### config.mk
export PLATFORM = sky130hd
export DESIGN_NAME = afu_top
export DESIGN_NICKNAME = d
export VERILOG_FILES = /design/src/hdl/ccip_pkg.sv /design/src/hdl/afu_top.sv /design/src/hdl/ccip_split_mmio.sv /design/src/hdl/mmio_csr.sv /design/src/hdl/dma_copy_engine.sv /design/src/hdl/line_fifo.sv
export VERILOG_INCLUDE_DIRS = /design/src /design/src/hdl
export SDC_FILE = /design/constraint.sdc
export NUM_CORES = 1
export LEC_CHECK = 0
export BUFFER_PORTS_ARGS = -buffer_cell sky130_fd_sc_hd__buf_2
export CAP_MARGIN = 20
export CELL_PAD_IN_SITES_DETAIL_PLACEMENT = 1
export CELL_PAD_IN_SITES_GLOBAL_PLACEMENT = 1
export CORE_UTILIZATION = 25
export DETAILED_ROUTE_END_ITERATION = 7
export GPL_ROUTABILITY_DRIVEN = 0
export MAX_ROUTING_LAYER = met4
export PLACE_DENSITY_LB_ADDON = 0.1
export SYNTH_ARGS = -nofsm -noshare
export SYNTH_HDL_FRONTEND = slang
export SYNTH_HIERARCHICAL = 1
export SYNTH_SLANG_ARGS = --single-unit
### constraint.sdc
create_clock -name clk -period 11.6 [get_ports clk]
set_clock_uncertainty 0.15 [all_clocks]
set_input_delay 2.32 -clock clk [delete_from_list [all_inputs] [get_ports clk]]
set_output_delay 2.32 -clock clk [all_outputs]
set_load 0.1 [all_outputs]
### src/hdl/ccip_macros.svh
/* Widths, CSR word map and buffer sizing for the line-copy AFU.
   Include it in any file that needs one of these constants. */
`ifndef CCIP_MACROS_SVH
`define CCIP_MACROS_SVH

// Channel field widths of the reduced CCI-P model
`define CCIP_LINE_ADDR_W 42
`define CCIP_DATA_W      64
`define CCIP_MDATA_W     16
`define CCIP_MMIO_ADDR_W 16
`define CCIP_TID_W       9

// MMIO 64-bit word indices of the control registers
`define CSR_AFU_ID  `CCIP_MMIO_ADDR_W'd0
`define CSR_SCRATCH `CCIP_MMIO_ADDR_W'd1
`define CSR_SRC     `CCIP_MMIO_ADDR_W'd2
`define CSR_DST     `CCIP_MMIO_ADDR_W'd3
`define CSR_LINES   `CCIP_MMIO_ADDR_W'd4
`define CSR_CTRL    `CCIP_MMIO_ADDR_W'd5
`define CSR_STATUS  `CCIP_MMIO_ADDR_W'd6

`define AFU_ID_VALUE  64'h7c3a_91e0_4b5d_2f18
`define DMA_BUF_DEPTH 8

`endif
### src/hdl/ccip_pkg.sv
/* Packed channel structs of the FIU link, the copy configuration and the buffered line.
   Shared by the AFU RTL and the testbench through scoped names. */
`default_nettype none

`include "ccip_macros.svh"

package ccip_pkg;

    // Receive channel 0 carries host read responses and MMIO requests
    typedef struct packed {
        logic                          resp_valid;
        logic                          mmio_rd_valid;
        logic                          mmio_wr_valid;
        logic [`CCIP_MDATA_W-1:0]      mdata;
        logic [`CCIP_MMIO_ADDR_W-1:0]  mmio_addr;
        logic [`CCIP_TID_W-1:0]        tid;
        logic [`CCIP_DATA_W-1:0]       data;
    } c0_rx_t;

    // Receive channel 1 only acknowledges writes
    typedef struct packed {
        logic                          resp_valid;
        logic [`CCIP_MDATA_W-1:0]      mdata;
    } c1_rx_t;

    // Everything the FIU sends toward the AFU in one cycle
    typedef struct packed {
        c0_rx_t                        c0;
        c1_rx_t                        c1;
        logic                          c0_almfull;
        logic                          c1_almfull;
    } ccip_rx_t;

    // Line read request
    typedef struct packed {
        logic                          valid;
        logic [`CCIP_LINE_ADDR_W-1:0]  addr;
        logic [`CCIP_MDATA_W-1:0]      mdata;
    } c0_tx_t;

    // Line write request with its payload
    typedef struct packed {
        logic                          valid;
        logic [`CCIP_LINE_ADDR_W-1:0]  addr;
        logic [`CCIP_MDATA_W-1:0]      mdata;
        logic [`CCIP_DATA_W-1:0]       data;
    } c1_tx_t;

    // MMIO read response, matched to its request by tid
    typedef struct packed {
        logic                          valid;
        logic [`CCIP_TID_W-1:0]        tid;
        logic [`CCIP_DATA_W-1:0]       data;
    } c2_tx_t;

    typedef struct packed {
        c0_tx_t                        c0;
        c1_tx_t                        c1;
        c2_tx_t                        c2;
    } ccip_tx_t;

    // One returned read line waiting for its write
    typedef struct packed {
        logic [`CCIP_MDATA_W-1:0]      mdata;
        logic [`CCIP_DATA_W-1:0]       data;
    } dma_line_t;

    // Copy run parameters as programmed over MMIO
    typedef struct packed {
        logic [`CCIP_LINE_ADDR_W-1:0]  src;
        logic [`CCIP_LINE_ADDR_W-1:0]  dst;
        logic [`CCIP_MDATA_W-1:0]      lines;
    } dma_cfg_t;

endpackage

`default_nettype wire

### src/hdl/afu_top.sv
/* Top level of the copy AFU: the FIU shim feeds the CSR block and the copy engine.
   Only the FIU receive and transmit bundles leave this module. */
`timescale 1ns/1ps
`default_nettype none

module afu_top
(
    input  wire logic               clk,
    input  wire logic               rst_n,
    input  wire ccip_pkg::ccip_rx_t fiu_rx,
    output ccip_pkg::ccip_tx_t      fiu_tx
);

    // Shim to consumers
    ccip_pkg::ccip_rx_t host_rx;
    ccip_pkg::c0_rx_t   mmio_req;

    // Consumers back to the shim
    ccip_pkg::c0_tx_t   host_c0_tx;
    ccip_pkg::c1_tx_t   host_c1_tx;
    ccip_pkg::c2_tx_t   mmio_c2_tx;

    // CSR block to engine and back
    ccip_pkg::dma_cfg_t cfg;
    logic               start;
    logic               busy;
    logic               done;

    ccip_split_mmio ccip_split_mmio_inst (
        .clk        (clk),
        .rst_n      (rst_n),
        .fiu_rx     (fiu_rx),
        .fiu_tx     (fiu_tx),
        .host_rx    (host_rx),
        .mmio_req   (mmio_req),
        .host_c0_tx (host_c0_tx),
        .host_c1_tx (host_c1_tx),
        .mmio_c2_tx (mmio_c2_tx)
    );

    mmio_csr mmio_csr_inst (
        .clk      (clk),
        .rst_n    (rst_n),
        .mmio_req (mmio_req),
        .c2_tx    (mmio_c2_tx),
        .cfg      (cfg),
        .start    (start),
        .busy     (busy),
        .done     (done)
    );

    dma_copy_engine dma_copy_engine_inst (
        .clk     (clk),
        .rst_n   (rst_n),
        .cfg     (cfg),
        .start   (start),
        .host_rx (host_rx),
        .c0_tx   (host_c0_tx),
        .c1_tx   (host_c1_tx),
        .busy    (busy),
        .done    (done)
    );

endmodule

`default_nettype wire

### src/hdl/ccip_split_mmio.sv
/* FIU-side shim: registers the receive channels once and hands MMIO requests and host
   memory responses to separate consumers, then merges their transmit channels. */
`timescale 1ns/1ps
`default_nettype none

module ccip_split_mmio
(
    input  wire logic               clk,
    input  wire logic               rst_n,
    input  wire ccip_pkg::ccip_rx_t fiu_rx,
    output ccip_pkg::ccip_tx_t      fiu_tx,
    output ccip_pkg::ccip_rx_t      host_rx,
    output ccip_pkg::c0_rx_t        mmio_req,
    input  wire ccip_pkg::c0_tx_t   host_c0_tx,
    input  wire ccip_pkg::c1_tx_t   host_c1_tx,
    input  wire ccip_pkg::c2_tx_t   mmio_c2_tx
);

    ccip_pkg::c0_rx_t c0_q;
    ccip_pkg::c1_rx_t c1_q;

    // One-cycle slice on both receive channels
    always_ff @(posedge clk)
    begin
        c0_q <= fiu_rx.c0;
        c1_q <= fiu_rx.c1;
        if (!rst_n)
        begin
            c0_q.resp_valid    <= 1'b0;
            c0_q.mmio_rd_valid <= 1'b0;
            c0_q.mmio_wr_valid <= 1'b0;
            c1_q.resp_valid    <= 1'b0;
        end
    end

    // The memory side sees c0 beats only when they are read responses.
    // Almost-full comes straight from the FIU so the engine throttles in the same cycle
    always_comb
    begin
        host_rx                  = '0;
        host_rx.c0               = c0_q;
        host_rx.c0.mmio_rd_valid = 1'b0;
        host_rx.c0.mmio_wr_valid = 1'b0;
        host_rx.c1               = c1_q;
        host_rx.c0_almfull       = fiu_rx.c0_almfull;
        host_rx.c1_almfull       = fiu_rx.c1_almfull;
    end

    // The CSR side sees only MMIO reads and writes
    always_comb
    begin
        mmio_req            = c0_q;
        mmio_req.resp_valid = 1'b0;
    end

    // Each transmit channel has exactly one owner, so no arbitration is needed
    always_comb
    begin
        fiu_tx.c0 = host_c0_tx;
        fiu_tx.c1 = host_c1_tx;
        fiu_tx.c2 = mmio_c2_tx;
    end

endmodule

`default_nettype wire

### src/hdl/mmio_csr.sv
/* Control and status registers of the copy engine, reached by 64-bit MMIO.
   Software programs src, dst and lines, writes ctrl bit 0 and polls status. */
`timescale 1ns/1ps
`default_nettype none

`include "ccip_macros.svh"

module mmio_csr
(
    input  wire logic               clk,
    input  wire logic               rst_n,
    input  wire ccip_pkg::c0_rx_t   mmio_req,
    output ccip_pkg::c2_tx_t        c2_tx,
    output ccip_pkg::dma_cfg_t      cfg,
    output logic                    start,
    input  wire logic               busy,
    input  wire logic               done
);

    localparam int DW = `CCIP_DATA_W;

    logic [`CCIP_DATA_W-1:0]      scratch_q;
    logic [`CCIP_LINE_ADDR_W-1:0] src_q;
    logic [`CCIP_LINE_ADDR_W-1:0] dst_q;
    logic [`CCIP_MDATA_W-1:0]     lines_q;
    logic                         done_q;
    logic [`CCIP_DATA_W-1:0]      rd_data;

    // A start is a ctrl write with bit 0 set while the engine is idle.
    // It stays combinational so the engine raises busy two cycles after the FIU write
    assign start = mmio_req.mmio_wr_valid
                && (mmio_req.mmio_addr == `CSR_CTRL)
                && mmio_req.data[0]
                && !busy;

    // Writable registers, narrowed to the width the engine uses
    always_ff @(posedge clk)
    begin
        if (!rst_n)
        begin
            scratch_q <= '0;
            src_q     <= '0;
            dst_q     <= '0;
            lines_q   <= '0;
        end
        else if (mmio_req.mmio_wr_valid)
        begin
            case (mmio_req.mmio_addr)
                `CSR_SCRATCH: scratch_q <= mmio_req.data;
                `CSR_SRC:     src_q     <= mmio_req.data[`CCIP_LINE_ADDR_W-1:0];
                `CSR_DST:     dst_q     <= mmio_req.data[`CCIP_LINE_ADDR_W-1:0];
                `CSR_LINES:   lines_q   <= mmio_req.data[`CCIP_MDATA_W-1:0];
                default:      ;
            endcase
        end
    end

    // Sticky completion flag, cleared when a new run is accepted
    always_ff @(posedge clk)
    begin
        if (!rst_n)
        begin
            done_q <= 1'b0;
        end
        else if (start)
        begin
            done_q <= 1'b0;
        end
        else if (done)
        begin
            done_q <= 1'b1;
        end
    end

    // Read mux. Ctrl and unmapped words read as zero
    always_comb
    begin
        case (mmio_req.mmio_addr)
            `CSR_AFU_ID:  rd_data = `AFU_ID_VALUE;
            `CSR_SCRATCH: rd_data = scratch_q;
            `CSR_SRC:     rd_data = DW'(src_q);
            `CSR_DST:     rd_data = DW'(dst_q);
            `CSR_LINES:   rd_data = DW'(lines_q);
            `CSR_STATUS:  rd_data = {{(DW-2){1'b0}}, done_q, busy};
            default:      rd_data = '0;
        endcase
    end

    // Read response goes out one cycle after the request reaches this block
    always_ff @(posedge clk)
    begin
        c2_tx.tid  <= mmio_req.tid;
        c2_tx.data <= rd_data;
        if (!rst_n)
        begin
            c2_tx.valid <= 1'b0;
        end
        else
        begin
            c2_tx.valid <= mmio_req.mmio_rd_valid;
        end
    end

    // Live register values feed the engine, which latches them on start
    always_comb
    begin
        cfg.src   = src_q;
        cfg.dst   = dst_q;
        cfg.lines = lines_q;
    end

endmodule

`default_nettype wire

### src/hdl/dma_copy_engine.sv
/* Line-copy engine: reads lines from src, buffers the returned data and writes each line
   to the same offset from dst. Started by a pulse from the CSR block. */
`timescale 1ns/1ps
`default_nettype none

`include "ccip_macros.svh"

module dma_copy_engine
(
    input  wire logic               clk,
    input  wire logic               rst_n,
    input  wire ccip_pkg::dma_cfg_t cfg,
    input  wire logic               start,
    input  wire ccip_pkg::ccip_rx_t host_rx,
    output ccip_pkg::c0_tx_t        c0_tx,
    output ccip_pkg::c1_tx_t        c1_tx,
    output logic                    busy,
    output logic                    done
);

    localparam int AW    = `CCIP_LINE_ADDR_W;
    localparam int CNT_W = $clog2(`DMA_BUF_DEPTH + 1);

    ccip_pkg::dma_cfg_t     cfg_q;
    logic                   busy_q;
    logic                   start_ok;
    logic [`CCIP_MDATA_W-1:0] rd_idx_q;
    logic [`CCIP_MDATA_W-1:0] wr_rsp_q;
    logic [CNT_W-1:0]       rd_out_q;
    logic [CNT_W:0]         credit_used;
    logic                   credit_ok;
    logic                   rd_issue;
    logic                   wr_issue;
    ccip_pkg::dma_line_t    push_line;
    ccip_pkg::dma_line_t    head;
    logic                   fifo_empty;
    logic [CNT_W-1:0]       fifo_count;

    // A start that arrives during a run is dropped
    assign start_ok = start && !busy_q;

    // Every outstanding read owns a FIFO slot, so the buffer can never overflow
    assign credit_used = {1'b0, rd_out_q} + {1'b0, fifo_count};
    assign credit_ok   = credit_used < (CNT_W + 1)'(`DMA_BUF_DEPTH);

    // Requests are decided against this cycle's almost-full levels
    assign rd_issue = busy_q
                   && (rd_idx_q != cfg_q.lines)
                   && !host_rx.c0_almfull
                   && credit_ok;
    assign wr_issue = !fifo_empty && !host_rx.c1_almfull;

    // Run parameters are frozen for the whole run
    always_ff @(posedge clk)
    begin
        if (start_ok)
        begin
            cfg_q <= cfg;
        end
    end

    always_ff @(posedge clk)
    begin
        if (!rst_n)
        begin
            busy_q   <= 1'b0;
            done     <= 1'b0;
            rd_idx_q <= '0;
            wr_rsp_q <= '0;
            rd_out_q <= '0;
        end
        else
        begin
            done <= 1'b0;

            // Reads in flight: one more per request, one less per response
            case ({rd_issue, host_rx.c0.resp_valid})
                2'b10:   rd_out_q <= rd_out_q + 1'b1;
                2'b01:   rd_out_q <= rd_out_q - 1'b1;
                default: ;
            endcase

            if (start_ok)
            begin
                rd_idx_q <= '0;
                wr_rsp_q <= '0;
                // An empty run completes at once without touching the host
                busy_q   <= (cfg.lines != '0);
                done     <= (cfg.lines == '0);
            end
            else if (busy_q)
            begin
                if (rd_issue)
                begin
                    rd_idx_q <= rd_idx_q + 1'b1;
                end
                if (host_rx.c1.resp_valid)
                begin
                    wr_rsp_q <= wr_rsp_q + 1'b1;
                end
                // Write responses may come back in any order, only their number matters
                if (wr_rsp_q == cfg_q.lines)
                begin
                    busy_q <= 1'b0;
                    done   <= 1'b1;
                end
            end
        end
    end

    // The tag of a read carries its line index back with the data
    always_comb
    begin
        push_line.mdata = host_rx.c0.mdata;
        push_line.data  = host_rx.c0.data;
    end

    line_fifo #(
        .DEPTH(`DMA_BUF_DEPTH)
    ) line_fifo_inst (
        .clk       (clk),
        .rst_n     (rst_n),
        .push      (host_rx.c0.resp_valid),
        .push_line (push_line),
        .pop       (wr_issue),
        .head      (head),
        .empty     (fifo_empty),
        .count     (fifo_count)
    );

    // Request channels are driven straight from the issue decisions
    always_comb
    begin
        c0_tx.valid = rd_issue;
        c0_tx.addr  = cfg_q.src + AW'(rd_idx_q);
        c0_tx.mdata = rd_idx_q;
        c1_tx.valid = wr_issue;
        c1_tx.addr  = cfg_q.dst + AW'(head.mdata);
        c1_tx.mdata = head.mdata;
        c1_tx.data  = head.data;
    end

    assign busy = busy_q;

endmodule

`default_nettype wire

### src/hdl/line_fifo.sv
/* Show-ahead FIFO of returned read lines with an occupancy count for credit tracking.
   A push into a full FIFO is dropped unless a pop frees a slot in the same cycle. */
`timescale 1ns/1ps
`default_nettype none

`include "ccip_macros.svh"

module line_fifo
#(
    parameter int DEPTH = `DMA_BUF_DEPTH
)
(
    input  wire logic                  clk,
    input  wire logic                  rst_n,
    input  wire logic                  push,
    input  wire ccip_pkg::dma_line_t   push_line,
    input  wire logic                  pop,
    output ccip_pkg::dma_line_t        head,
    output logic                       empty,
    output logic [$clog2(DEPTH+1)-1:0] count
);

    localparam int PTR_W = $clog2(DEPTH);
    localparam int CNT_W = $clog2(DEPTH + 1);

    ccip_pkg::dma_line_t mem [DEPTH];
    logic [PTR_W-1:0]    wr_ptr_q;
    logic [PTR_W-1:0]    rd_ptr_q;
    logic [CNT_W-1:0]    count_q;
    logic                rd_en;
    logic                wr_en;

    // Pointers wrap explicitly so any depth works
    function automatic logic [PTR_W-1:0] ptr_next(input logic [PTR_W-1:0] ptr);
        if (ptr == PTR_W'(DEPTH - 1))
        begin
            return '0;
        end
        return ptr + 1'b1;
    endfunction

    assign rd_en = pop && !empty;
    assign wr_en = push && ((count_q != CNT_W'(DEPTH)) || rd_en);

    always_ff @(posedge clk)
    begin
        if (wr_en)
        begin
            mem[wr_ptr_q] <= push_line;
        end
    end

    always_ff @(posedge clk)
    begin
        if (!rst_n)
        begin
            wr_ptr_q <= '0;
            rd_ptr_q <= '0;
            count_q  <= '0;
        end
        else
        begin
            if (wr_en)
            begin
                wr_ptr_q <= ptr_next(wr_ptr_q);
            end
            if (rd_en)
            begin
                rd_ptr_q <= ptr_next(rd_ptr_q);
            end
            case ({wr_en, rd_en})
                2'b10:   count_q <= count_q + 1'b1;
                2'b01:   count_q <= count_q - 1'b1;
                default: ;
            endcase
        end
    end

    // Oldest line is always visible at the output
    assign head  = mem[rd_ptr_q];
    assign empty = (count_q == '0);
    assign count = count_q;

endmodule

`default_nettype wire

=== After elaboration in Yosys (flattened, before gate mapping) ===
Memory sizes are Yosys's and may differ from the RTL's. A register that Yosys moved wholly into a read port is not among the register bits.
Index checks and enable logic that the tools add are counted.

* Logic and storage cells: 108
* Input bits: 129
* Memories: 1
* Output and inout bits: 256
* RAM bits: 640
* Flip-flop bits (word level): 496

* Magnitude comparators: 1
* Reduce and logical (&&, ||, !) cells: 29
* Bitwise logic cells: 1
* Equality and inequality tests: 15
* Multiplexer cells: 23
* Add/sub/neg operators: 11

{| class="wikitable"
|+ Memory list
! name !! words !! bits a word !! rd ports !! clocked after memory_dff !! write ports !! RTL line !! text
|-
| dma_copy_engine_inst.line_fifo_inst.mem || 8 || 80 || 1 || 1 || 1 || line_fifo.sv:26 || <nowiki>ccip_pkg::dma_line_t mem [DEPTH];</nowiki>
|}

{| class="wikitable"
|+ Operators by type and width
! cell !! number
|-
| $pmux 64 s6 || 1
|-
| $add 42x16->42 || 2
|-
| $eq 16x3->1 const B || 3
|-
| $add 16x1->16 const B || 2
|-
| $eq 16x2->1 const B || 2
|-
| $logic_not 16->1 || 2
|-
| $mux 3 || 6
|-
| $eq 16x1->1 const B || 1
|-
| $eq 16x16->1 || 1
|-
| $ne 16x16->1 || 1
|-
| $pmux 4 s2 || 2
|-
| $reduce_bool 16->1 || 1
|-
| $mux 1 || 14
|-
| $reduce_and 2->1 || 6
|-
| $logic_and 1x1->1 || 10
|-
| $add 4x1->4 const B || 2
|-
| $sub 4x1->4 const B || 2
|-
| $add 3x1->3 const B || 2
|-
| $eq 3x3->1 const B || 2
|-
| $add 4x4->5 || 1
|-
| $lt 5x4->1 const B || 1
|-
| $eq 2x1->1 const B || 2
|-
| $eq 2x2->1 const B || 2
|-
| $logic_not 1->1 || 4
|-
| other kinds (6) || 8
|}

=== Longest topological paths before layout ===
Gate-level depths: netlist of the first run.

* Word-level depth: 9
* Mapped depth: 15
* Gate-level depth less buffers: 12

=== Cells and area by module ===
The synthesis of the first run kept the hierarchy.

{| class="wikitable"
|+ Modules (own cells, without submodules)
! module !! instances !! area an instance (um^2) !! cells an instance !! sequential area each (um^2)
|-
| line_fifo || 1 || 24723.7 || 1007 || 19478.7
|-
| mmio_csr || 1 || 8971.1 || 873 || 4784.6
|-
| dma_copy_engine || 1 || 7933.9 || 735 || 3763.6
|-
| ccip_split_mmio || 1 || 5278.8 || 496 || 2502.4
|}

=== Worst setup path after synthesis of the first run ===
OpenSTA, ideal clock, no wires.

* Path type: input to register
* Start: in fiu_rx[0] (netlist name)
* End: mem dma_copy_engine_inst/line_fifo_inst/mem[0][0] (netlist name) (enable)
* Path buffers: 1
* Library setup time: 0.715 ns
* Slack: 0.133 ns
* Cell stages on the path: 5
* Data required time: 10.735 ns
* Arrival time: 10.602 ns
* Path through: buf_4 > nor2_1 > nand2b_1 > o21ai_2 > nor4_1

* Longest elaborated chain between the ends: 7

{| class="wikitable"
|+ Ends and longest elaborated chain
! what !! RTL line !! text
|-
| from (decl) || afu_top.sv:10 || <nowiki>input wire ccip_pkg::ccip_rx_t fiu_rx,</nowiki>
|-
| $logic_not 1->1 || dma_copy_engine.sv:51 || <nowiki>assign wr_issue = !fifo_empty && !host_rx.c1_almfull;</nowiki>
|-
| $logic_and 1x1->1 || dma_copy_engine.sv:51 ||
|-
| net dma_copy_engine_inst.wr_issue || dma_copy_engine.sv:33 || <nowiki>logic wr_issue;</nowiki>
|-
| $logic_and 1x1->1 || line_fifo.sv:42 || <nowiki>assign rd_en = pop && !empty;</nowiki>
|-
| $logic_or 1x1->1 || line_fifo.sv:43 || <nowiki>assign wr_en = push && ((count_q != CNT_W'(DEPTH)) || rd_en);</nowiki>
|-
| $logic_and 1x1->1 || line_fifo.sv:43 ||
|-
| $mux 1 || line_fifo.sv:47 || <nowiki>if (wr_en)</nowiki>
|-
| $mux 1 (implied by the code) || line_fifo.sv:49 || <nowiki>mem[wr_ptr_q] <= push_line;</nowiki>
|-
| to (decl) || line_fifo.sv:26 ||
|}

The timed path passes the listed nets, and every way through them passes these cells.

==> results of run 1 <==
==> path summary, 6_finish.rpt <==
path                                                     to  cells past startpoint
max                                             fiu_tx[185]                     12
min reg2reg                         mmio_csr_inst/c2_tx[71]                      0
max reg2reg  dma_copy_engine_inst/line_fifo_inst/mem[3][11]                      8
min                                 mmio_csr_inst/c2_tx[71]                      0
==> sequential cells by signal, indices dropped and copies added, names as in the netlist, 2 cells and up, named ones only <==
name                                          count
dma_copy_engine_inst/line_fifo_inst/wr_ptr_q      3
ccip_split_mmio_inst/host_rx                    107
mmio_csr_inst/lines_q                            16
dma_copy_engine_inst/cfg_q                      100
mmio_csr_inst/dst_q                              42
ccip_split_mmio_inst/mmio_req                     2
dma_copy_engine_inst/wr_rsp_q                    16
mmio_csr_inst/src_q                              42
dma_copy_engine_inst/rd_out_q                     4
dma_copy_engine_inst/rd_idx_q                    16
dma_copy_engine_inst/line_fifo_inst/rd_ptr_q      3
dma_copy_engine_inst/line_fifo_inst/count         4
dma_copy_engine_inst/line_fifo_inst/mem         640
mmio_csr_inst/c2_tx                              74
mmio_csr_inst/scratch_q                          64
==> placed cells by master (no fill, tap or decap), types with 81 or more instances in the layout <==
cell         n
edfxtp_1   740
dfxtp_1    394
buf_2      367
nand2_1    268
mux2i_1    183
mux4_2     160
clkbuf_16  145
xnor2_1     90
nor2_1      82
mux2_2      81
==> layout make-up <==
cell class,count,area share [%]
tap,2464,5.80
antenna,7,0.0329
timing repair buffer,413,4.29
clock inverter,68,1.18
sequential,1139,56.8
multi-input combinational,1430,24.3
inverter,22,0.160
clock buffer,193,7.43
==> power groups by stage <==
stage / Clock (W) / Combinational (W) / Sequential, W
after detailed placement: 0 / 0.000819 / 0.00451
after global placement: 0 / 0.000811 / 0.00450
after global routing: 0.00464 / 0.000839 / 0.00443
after floorplan: 0 / 0.000711 / 0.00449
final: 0.00433 / 0.000797 / 0.00442
after CTS: 0.00450 / 0.000821 / 0.00443
==> per-stage QoR <==
| step | worst slack [ns] | area (um^2) | hold WS [ns] | std cells | utilization [%] |
|---|---|---|---|---|---|
| after global placement | 4.03 | 48500 | 0.160 | 5462 | 26.4 |
| final | 3.35 | 53200 | 0.175 | 5736 | 28.9 |
| after CTS | 3.07 | 53100 | 0.178 | 5726 | 28.9 |
| after floorplan | 0.133 | 46400 | 0.250 | 3075 | - |
| after global routing | 3.03 | 53200 | 0.183 | 5731 | 28.9 |
| after detailed placement | 3.92 | 48500 | 0.165 | 5465 | 26.4 |
==> critical path, stage by stage, from the launching register on <==
cell,delay (ns)
dfxtp_4,0.82
buf_4,0.85
mux4_2,0.41
mux2_2,0.30
ha_1,0.38
nand2_1,0.07
nor2_1,0.16
o2111ai_1,0.30
a211oi_2,0.33
buf_4,0.31
o2111ai_1,0.16
xnor2_1,0.28
buf_2,0.48
==> layer usage <==
metal  up-vias  track usage [%]  routed length [um]
met3       211             2.58                4860
met2       462             26.1               71500
met4         0             5.58                4510
li1      11300                -                   -
met5         -                -                   0
met1     13200             19.3               63200
==> impl_metrics.csv, run 1 <==
group,metric,value,unit
run_status,outcome,"completed",
routing,drt_first_pass_iters,4,
cts,cts_tree,"built",
final_layout,syn_to_final_growth,14.5,%
cts,cts_sinks,1139,
final_layout,nets,3325,
setup_path,path_class,"flip-flop to output pin",
pwr,p_seq_share,46.3,%
pwr,swShare,25.5,%
timing,fmax,121,MHz
timing,hold_violations,0,
timing,setup_viol,0,
routing,wl_per_cell,25.1,um
cts,cts_repair_resize_count,0,
synth,syn-cell-area,46400,um^2
synth,postSynthAreaPerCell,15.1,um^2
routing,drt-total-wl,144000,um
pwr,power,0.00955,W
placed_design,post-dp-hpwl,92700,um
cts,clk_latency,0.78,ns
pwr,pwr-share-clk,45.3,%
min_path,worstHoldStart,"ccip_split_mmio_inst/host_rx[90]",
setup_path,path_max_fanout,58,
global_route,grt_max_degree,122,
timing,grt_setup_unrepaired,"no",
routing,vias_per_cell,4.39,
synth,synthCells,3075,
cts,cts-buffers-inserted,140,
setup_path,rrSetupSlack,7.20,ns
final_layout,fill_cells,19400,
timing,final.min_clock_period,8.25,ns
synth,syn-num-nets,3254,
pwr,ir_drop,0.114,mV
cts,post-cts-setup-buffers,0,
timing,slew_headroom,29.1,%
timing,report.final.slew_viol_count,0,
floorplan,dieArea,187000,um^2
min_path,hold_path_class,"flip-flop to flip-flop",
cts,cts_max_level,4,
global_route,grt_pass1_wl,203000,um
floorplan,core_region_area,184000,um^2
floorplan,dieWidth,433,um
routing,drt_iter0_markers,1379,
cts,clock_path_buffers,3,
cts,clock_tree.root_cell,"clkbuf_16",
timing,min_period_over_period,71.1,%
global_route,grt_usage,15.8,%
synth,synth_warnings,6,
pwr,p_per_area,180,nW/um^2
global_route,grt_antenna_before_repair,12,
timing,setup_tns,0,ns
floorplan,start_util,25.3,%
floorplan,fp-row-count,157,
final_layout,drive_gt1_share,28.0,%
global_route,grt_remaining_overflow,0,
routing,drtAntennaViolNets,0,
setup_path,worstPathRequired,9.13,ns
setup_path,arrival,5.78,ns
timing,tightestPinTransition,1.05,ns
placed_design,portBuffers,368,
pwr,power_leakage,19.2,nW
setup_path,cp-end-kind,"output pin",
run,cap_violations,0,
global_route,grt_pass1_vias,27500,
floorplan,die_y,433,um
pwr,p_int,0.00712,W
routing,drc,0,
pwr,p_comb_share,8.3,%
pwr,p_switching,0.00244,W
setup_path,startpoint_type,"flip-flop",
cts,clk_pin_slew_worst_paths,0.05,ns
final_layout,multi_input_area,12900,um^2
final_layout,register_area,30200,um^2
floorplan,io_pins,385,
cts,ctsHoldBuffers,0,
setup_path,crit-reg2reg-launch,"dma_copy_engine_inst/line_fifo_inst/count[0]",
routing,vias,25200,
Power figures use the tool's default switching activity.
==> run 2, diff against run 1 <==
- clock period: 11.6 -> 7.45 ns (I/O delays scaled with it)
==> run 2 against run 1 <==
  * Sequential power grew 56%
  * Final area is 0.28% lower
  * Die area unchanged
  * Largest power group unchanged
  * Total power is 54% higher
  * Worst hold slack worse by 0.0037 ns
==> impl_metrics.csv, run 2 (synthesis gave the netlist of run 1 again) <==
group,metric,value,unit
timing,report.final.slew_viol_count,0,
pwr,power_leakage,19.1,nW
cts,cts-buffers-inserted,137,
setup_path,startpoint_type,"flip-flop",
cts,post-cts-setup-buffers,0,
setup_path,worstPathRequired,5.81,ns
final_layout,drive_gt1_share,27.3,%
setup_path,slowest_stage,"dfxtp_4",
run,cap_violations,0,
global_route,grt_max_degree,133,
final_layout,largest_register,"dma_copy_engine_inst/line_fifo_inst/mem",
routing,drt_first_pass_iters,5,
timing,fmax,142,MHz
floorplan,fp-row-count,157,
min_path,min_path_cells,0,
routing,drt_iter0_markers,1394,
floorplan,dieArea,187000,um^2
setup_path,critPathMaxStageDelay,0.69,ns
timing,setup_tns,0,ns
setup_path,path_class,"flip-flop to output pin",
global_route,grt_pass1_wl,203000,um
floorplan,start_util,25.3,%
setup_path,arrival,5.40,ns
pwr,ir_drop,0.180,mV
cts,cts_max_level,4,
final_layout,nets,3316,
routing,vias,25200,
routing,vias_per_cell,4.40,
setup_path,worstRegToRegCells,6,
cts,cts_sinks,1139,
routing,drc,0,
final_layout,layout_commonest_cell,"edfxtp_1",
final_layout,utilization,28.8,%
min_path,hold_path_class,"flip-flop to flip-flop",
timing,hold_violations,0,
timing,tightestPinTransition,1.09,ns
cts,clk_pin_slew_worst_paths,0.06,ns
floorplan,core_region_area,184000,um^2
setup_path,cp.depth,12,
routing,wl_per_cell,25.2,um
pwr,power,0.0147,W
setup_path,crit_path_frequent_cell,"buf_4",
placed_design,post-dp-hpwl,91100,um
timing,worst_slack,0.414,ns
run_status,outcome,"completed",
timing,grt_setup_unrepaired,"no",
final_layout,layout_common_cells,"740 x edfxtp_1, 394 x dfxtp_1, 368 x buf_2, 268 x nand2_1, 183 x mux2i_1",
setup_path,critPathBufInv,3,
floorplan,die_y,433,um
timing,final.min_clock_period,7.04,ns
timing,min_period_over_period,94.4,%
cts,clk_latency,0.76,ns
cts,clock_tree.root_cell,"clkbuf_16",
global_route,grt_usage,15.7,%
placed_design,preCtsSetupSlack,1.13,ns
pwr,p_per_area,277,nW/um^2
cts,ctsHoldBuffers,0,
placed_design,portBuffers,368,
setup_path,cp_top_family,"compound AO/OA/AOI/OAI gates",
global_route,grt_remaining_overflow,0,
setup_path,path_max_fanout,22,
global_route,grt_pass1_vias,27400,
routing,drt-total-wl,144000,um
placed_design,place_area,48600,um^2
floorplan,io_pins,385,
final_layout,largest_reg_flops,640,
final_layout,stdcell_area,53000,um^2
cts,cts_tree,"built",
cts,clock_path_buffers,3,
floorplan,dieWidth,433,um
setup_path,path_cells,"buf_4, mux4_2, mux2_2, ha_1, a21o_1, a31o_2, o2111ai_1, a211oi_2, buf_4, o21ai_0, xnor2_1, buf_2",
final_layout,syn_to_final_growth,14.2,%
setup_path,cp-end-kind,"output pin",
cts,cts_repair_resize_count,0,
routing,drtAntennaViolNets,0,
global_route,grt_antenna_before_repair,13,
timing,setup_viol,0,
timing,slew_headroom,26.7,%
==> run 2: cell types whose count changed in the layout (fill, tap and decap cells not counted), moves of 4 or more <==
cell,delta
clkbuf_1,+20
buf_4,-9
clkinv_1,-7
buf_12,+6
clkinvlp_4,-6
inv_6,-6
clkinv_2,-5
inv_16,-5
clkinv_8,+4
==> run 2: cell type report <==
class,instances,area [um^2]
timing repair buffer,407,2260
antenna,5,12.5
sequential,1139,30200
tap,2464,3080
inverter,22,85.1
fill,19400,131000
clock buffer,213,4020
multi-input combinational,1430,12900
clock inverter,39,407
==> run 2: path summary, 6_finish.rpt <==
kind	start	endpoint	slack [ns]
setup / recovery	flip-flop	fiu_tx[171]	0.41
hold / removal	ccip_split_mmio_inst/host_rx[91]	mmio_csr_inst/c2_tx[72]	0.17
setup reg to reg	ccip_split_mmio_inst/host_rx[105]	dma_copy_engine_inst/cfg_q[41]	3.25
hold reg to reg	ccip_split_mmio_inst/host_rx[91]	mmio_csr_inst/c2_tx[72]	0.17
==> run 2: power by group <==
part | total, W | leakage [nW] | switching, W | internal (W)
logic | 0.00124 | 6.76 | 0.000919 | 0.000323
registers | 0.00689 | 10.2 | 0.0000986 | 0.00680
clock network | 0.00657 | 2.16 | 0.00265 | 0.00392
==> run 2: routing by layer <==
layer / vias up / routed length, um / track usage (%)
met1: 13200 / 63300 / 19.4
met3: 210 / 5070 / 2.61
li1: 11300 / - / -
met2: 508 / 70500 / 25.6
met5: - / 0 / -
met4: 0 / 5400 / 6.10
==> run 2: through the flow <==
stage          instances  hold slack (ns)
2_1_floorplan       3075            0.250
3_3_place_gp        5459            0.159
3_5_place_dp        5462            0.164
4_1_cts             5714            0.177
5_1_grt             5717            0.187
6_report            5719            0.171
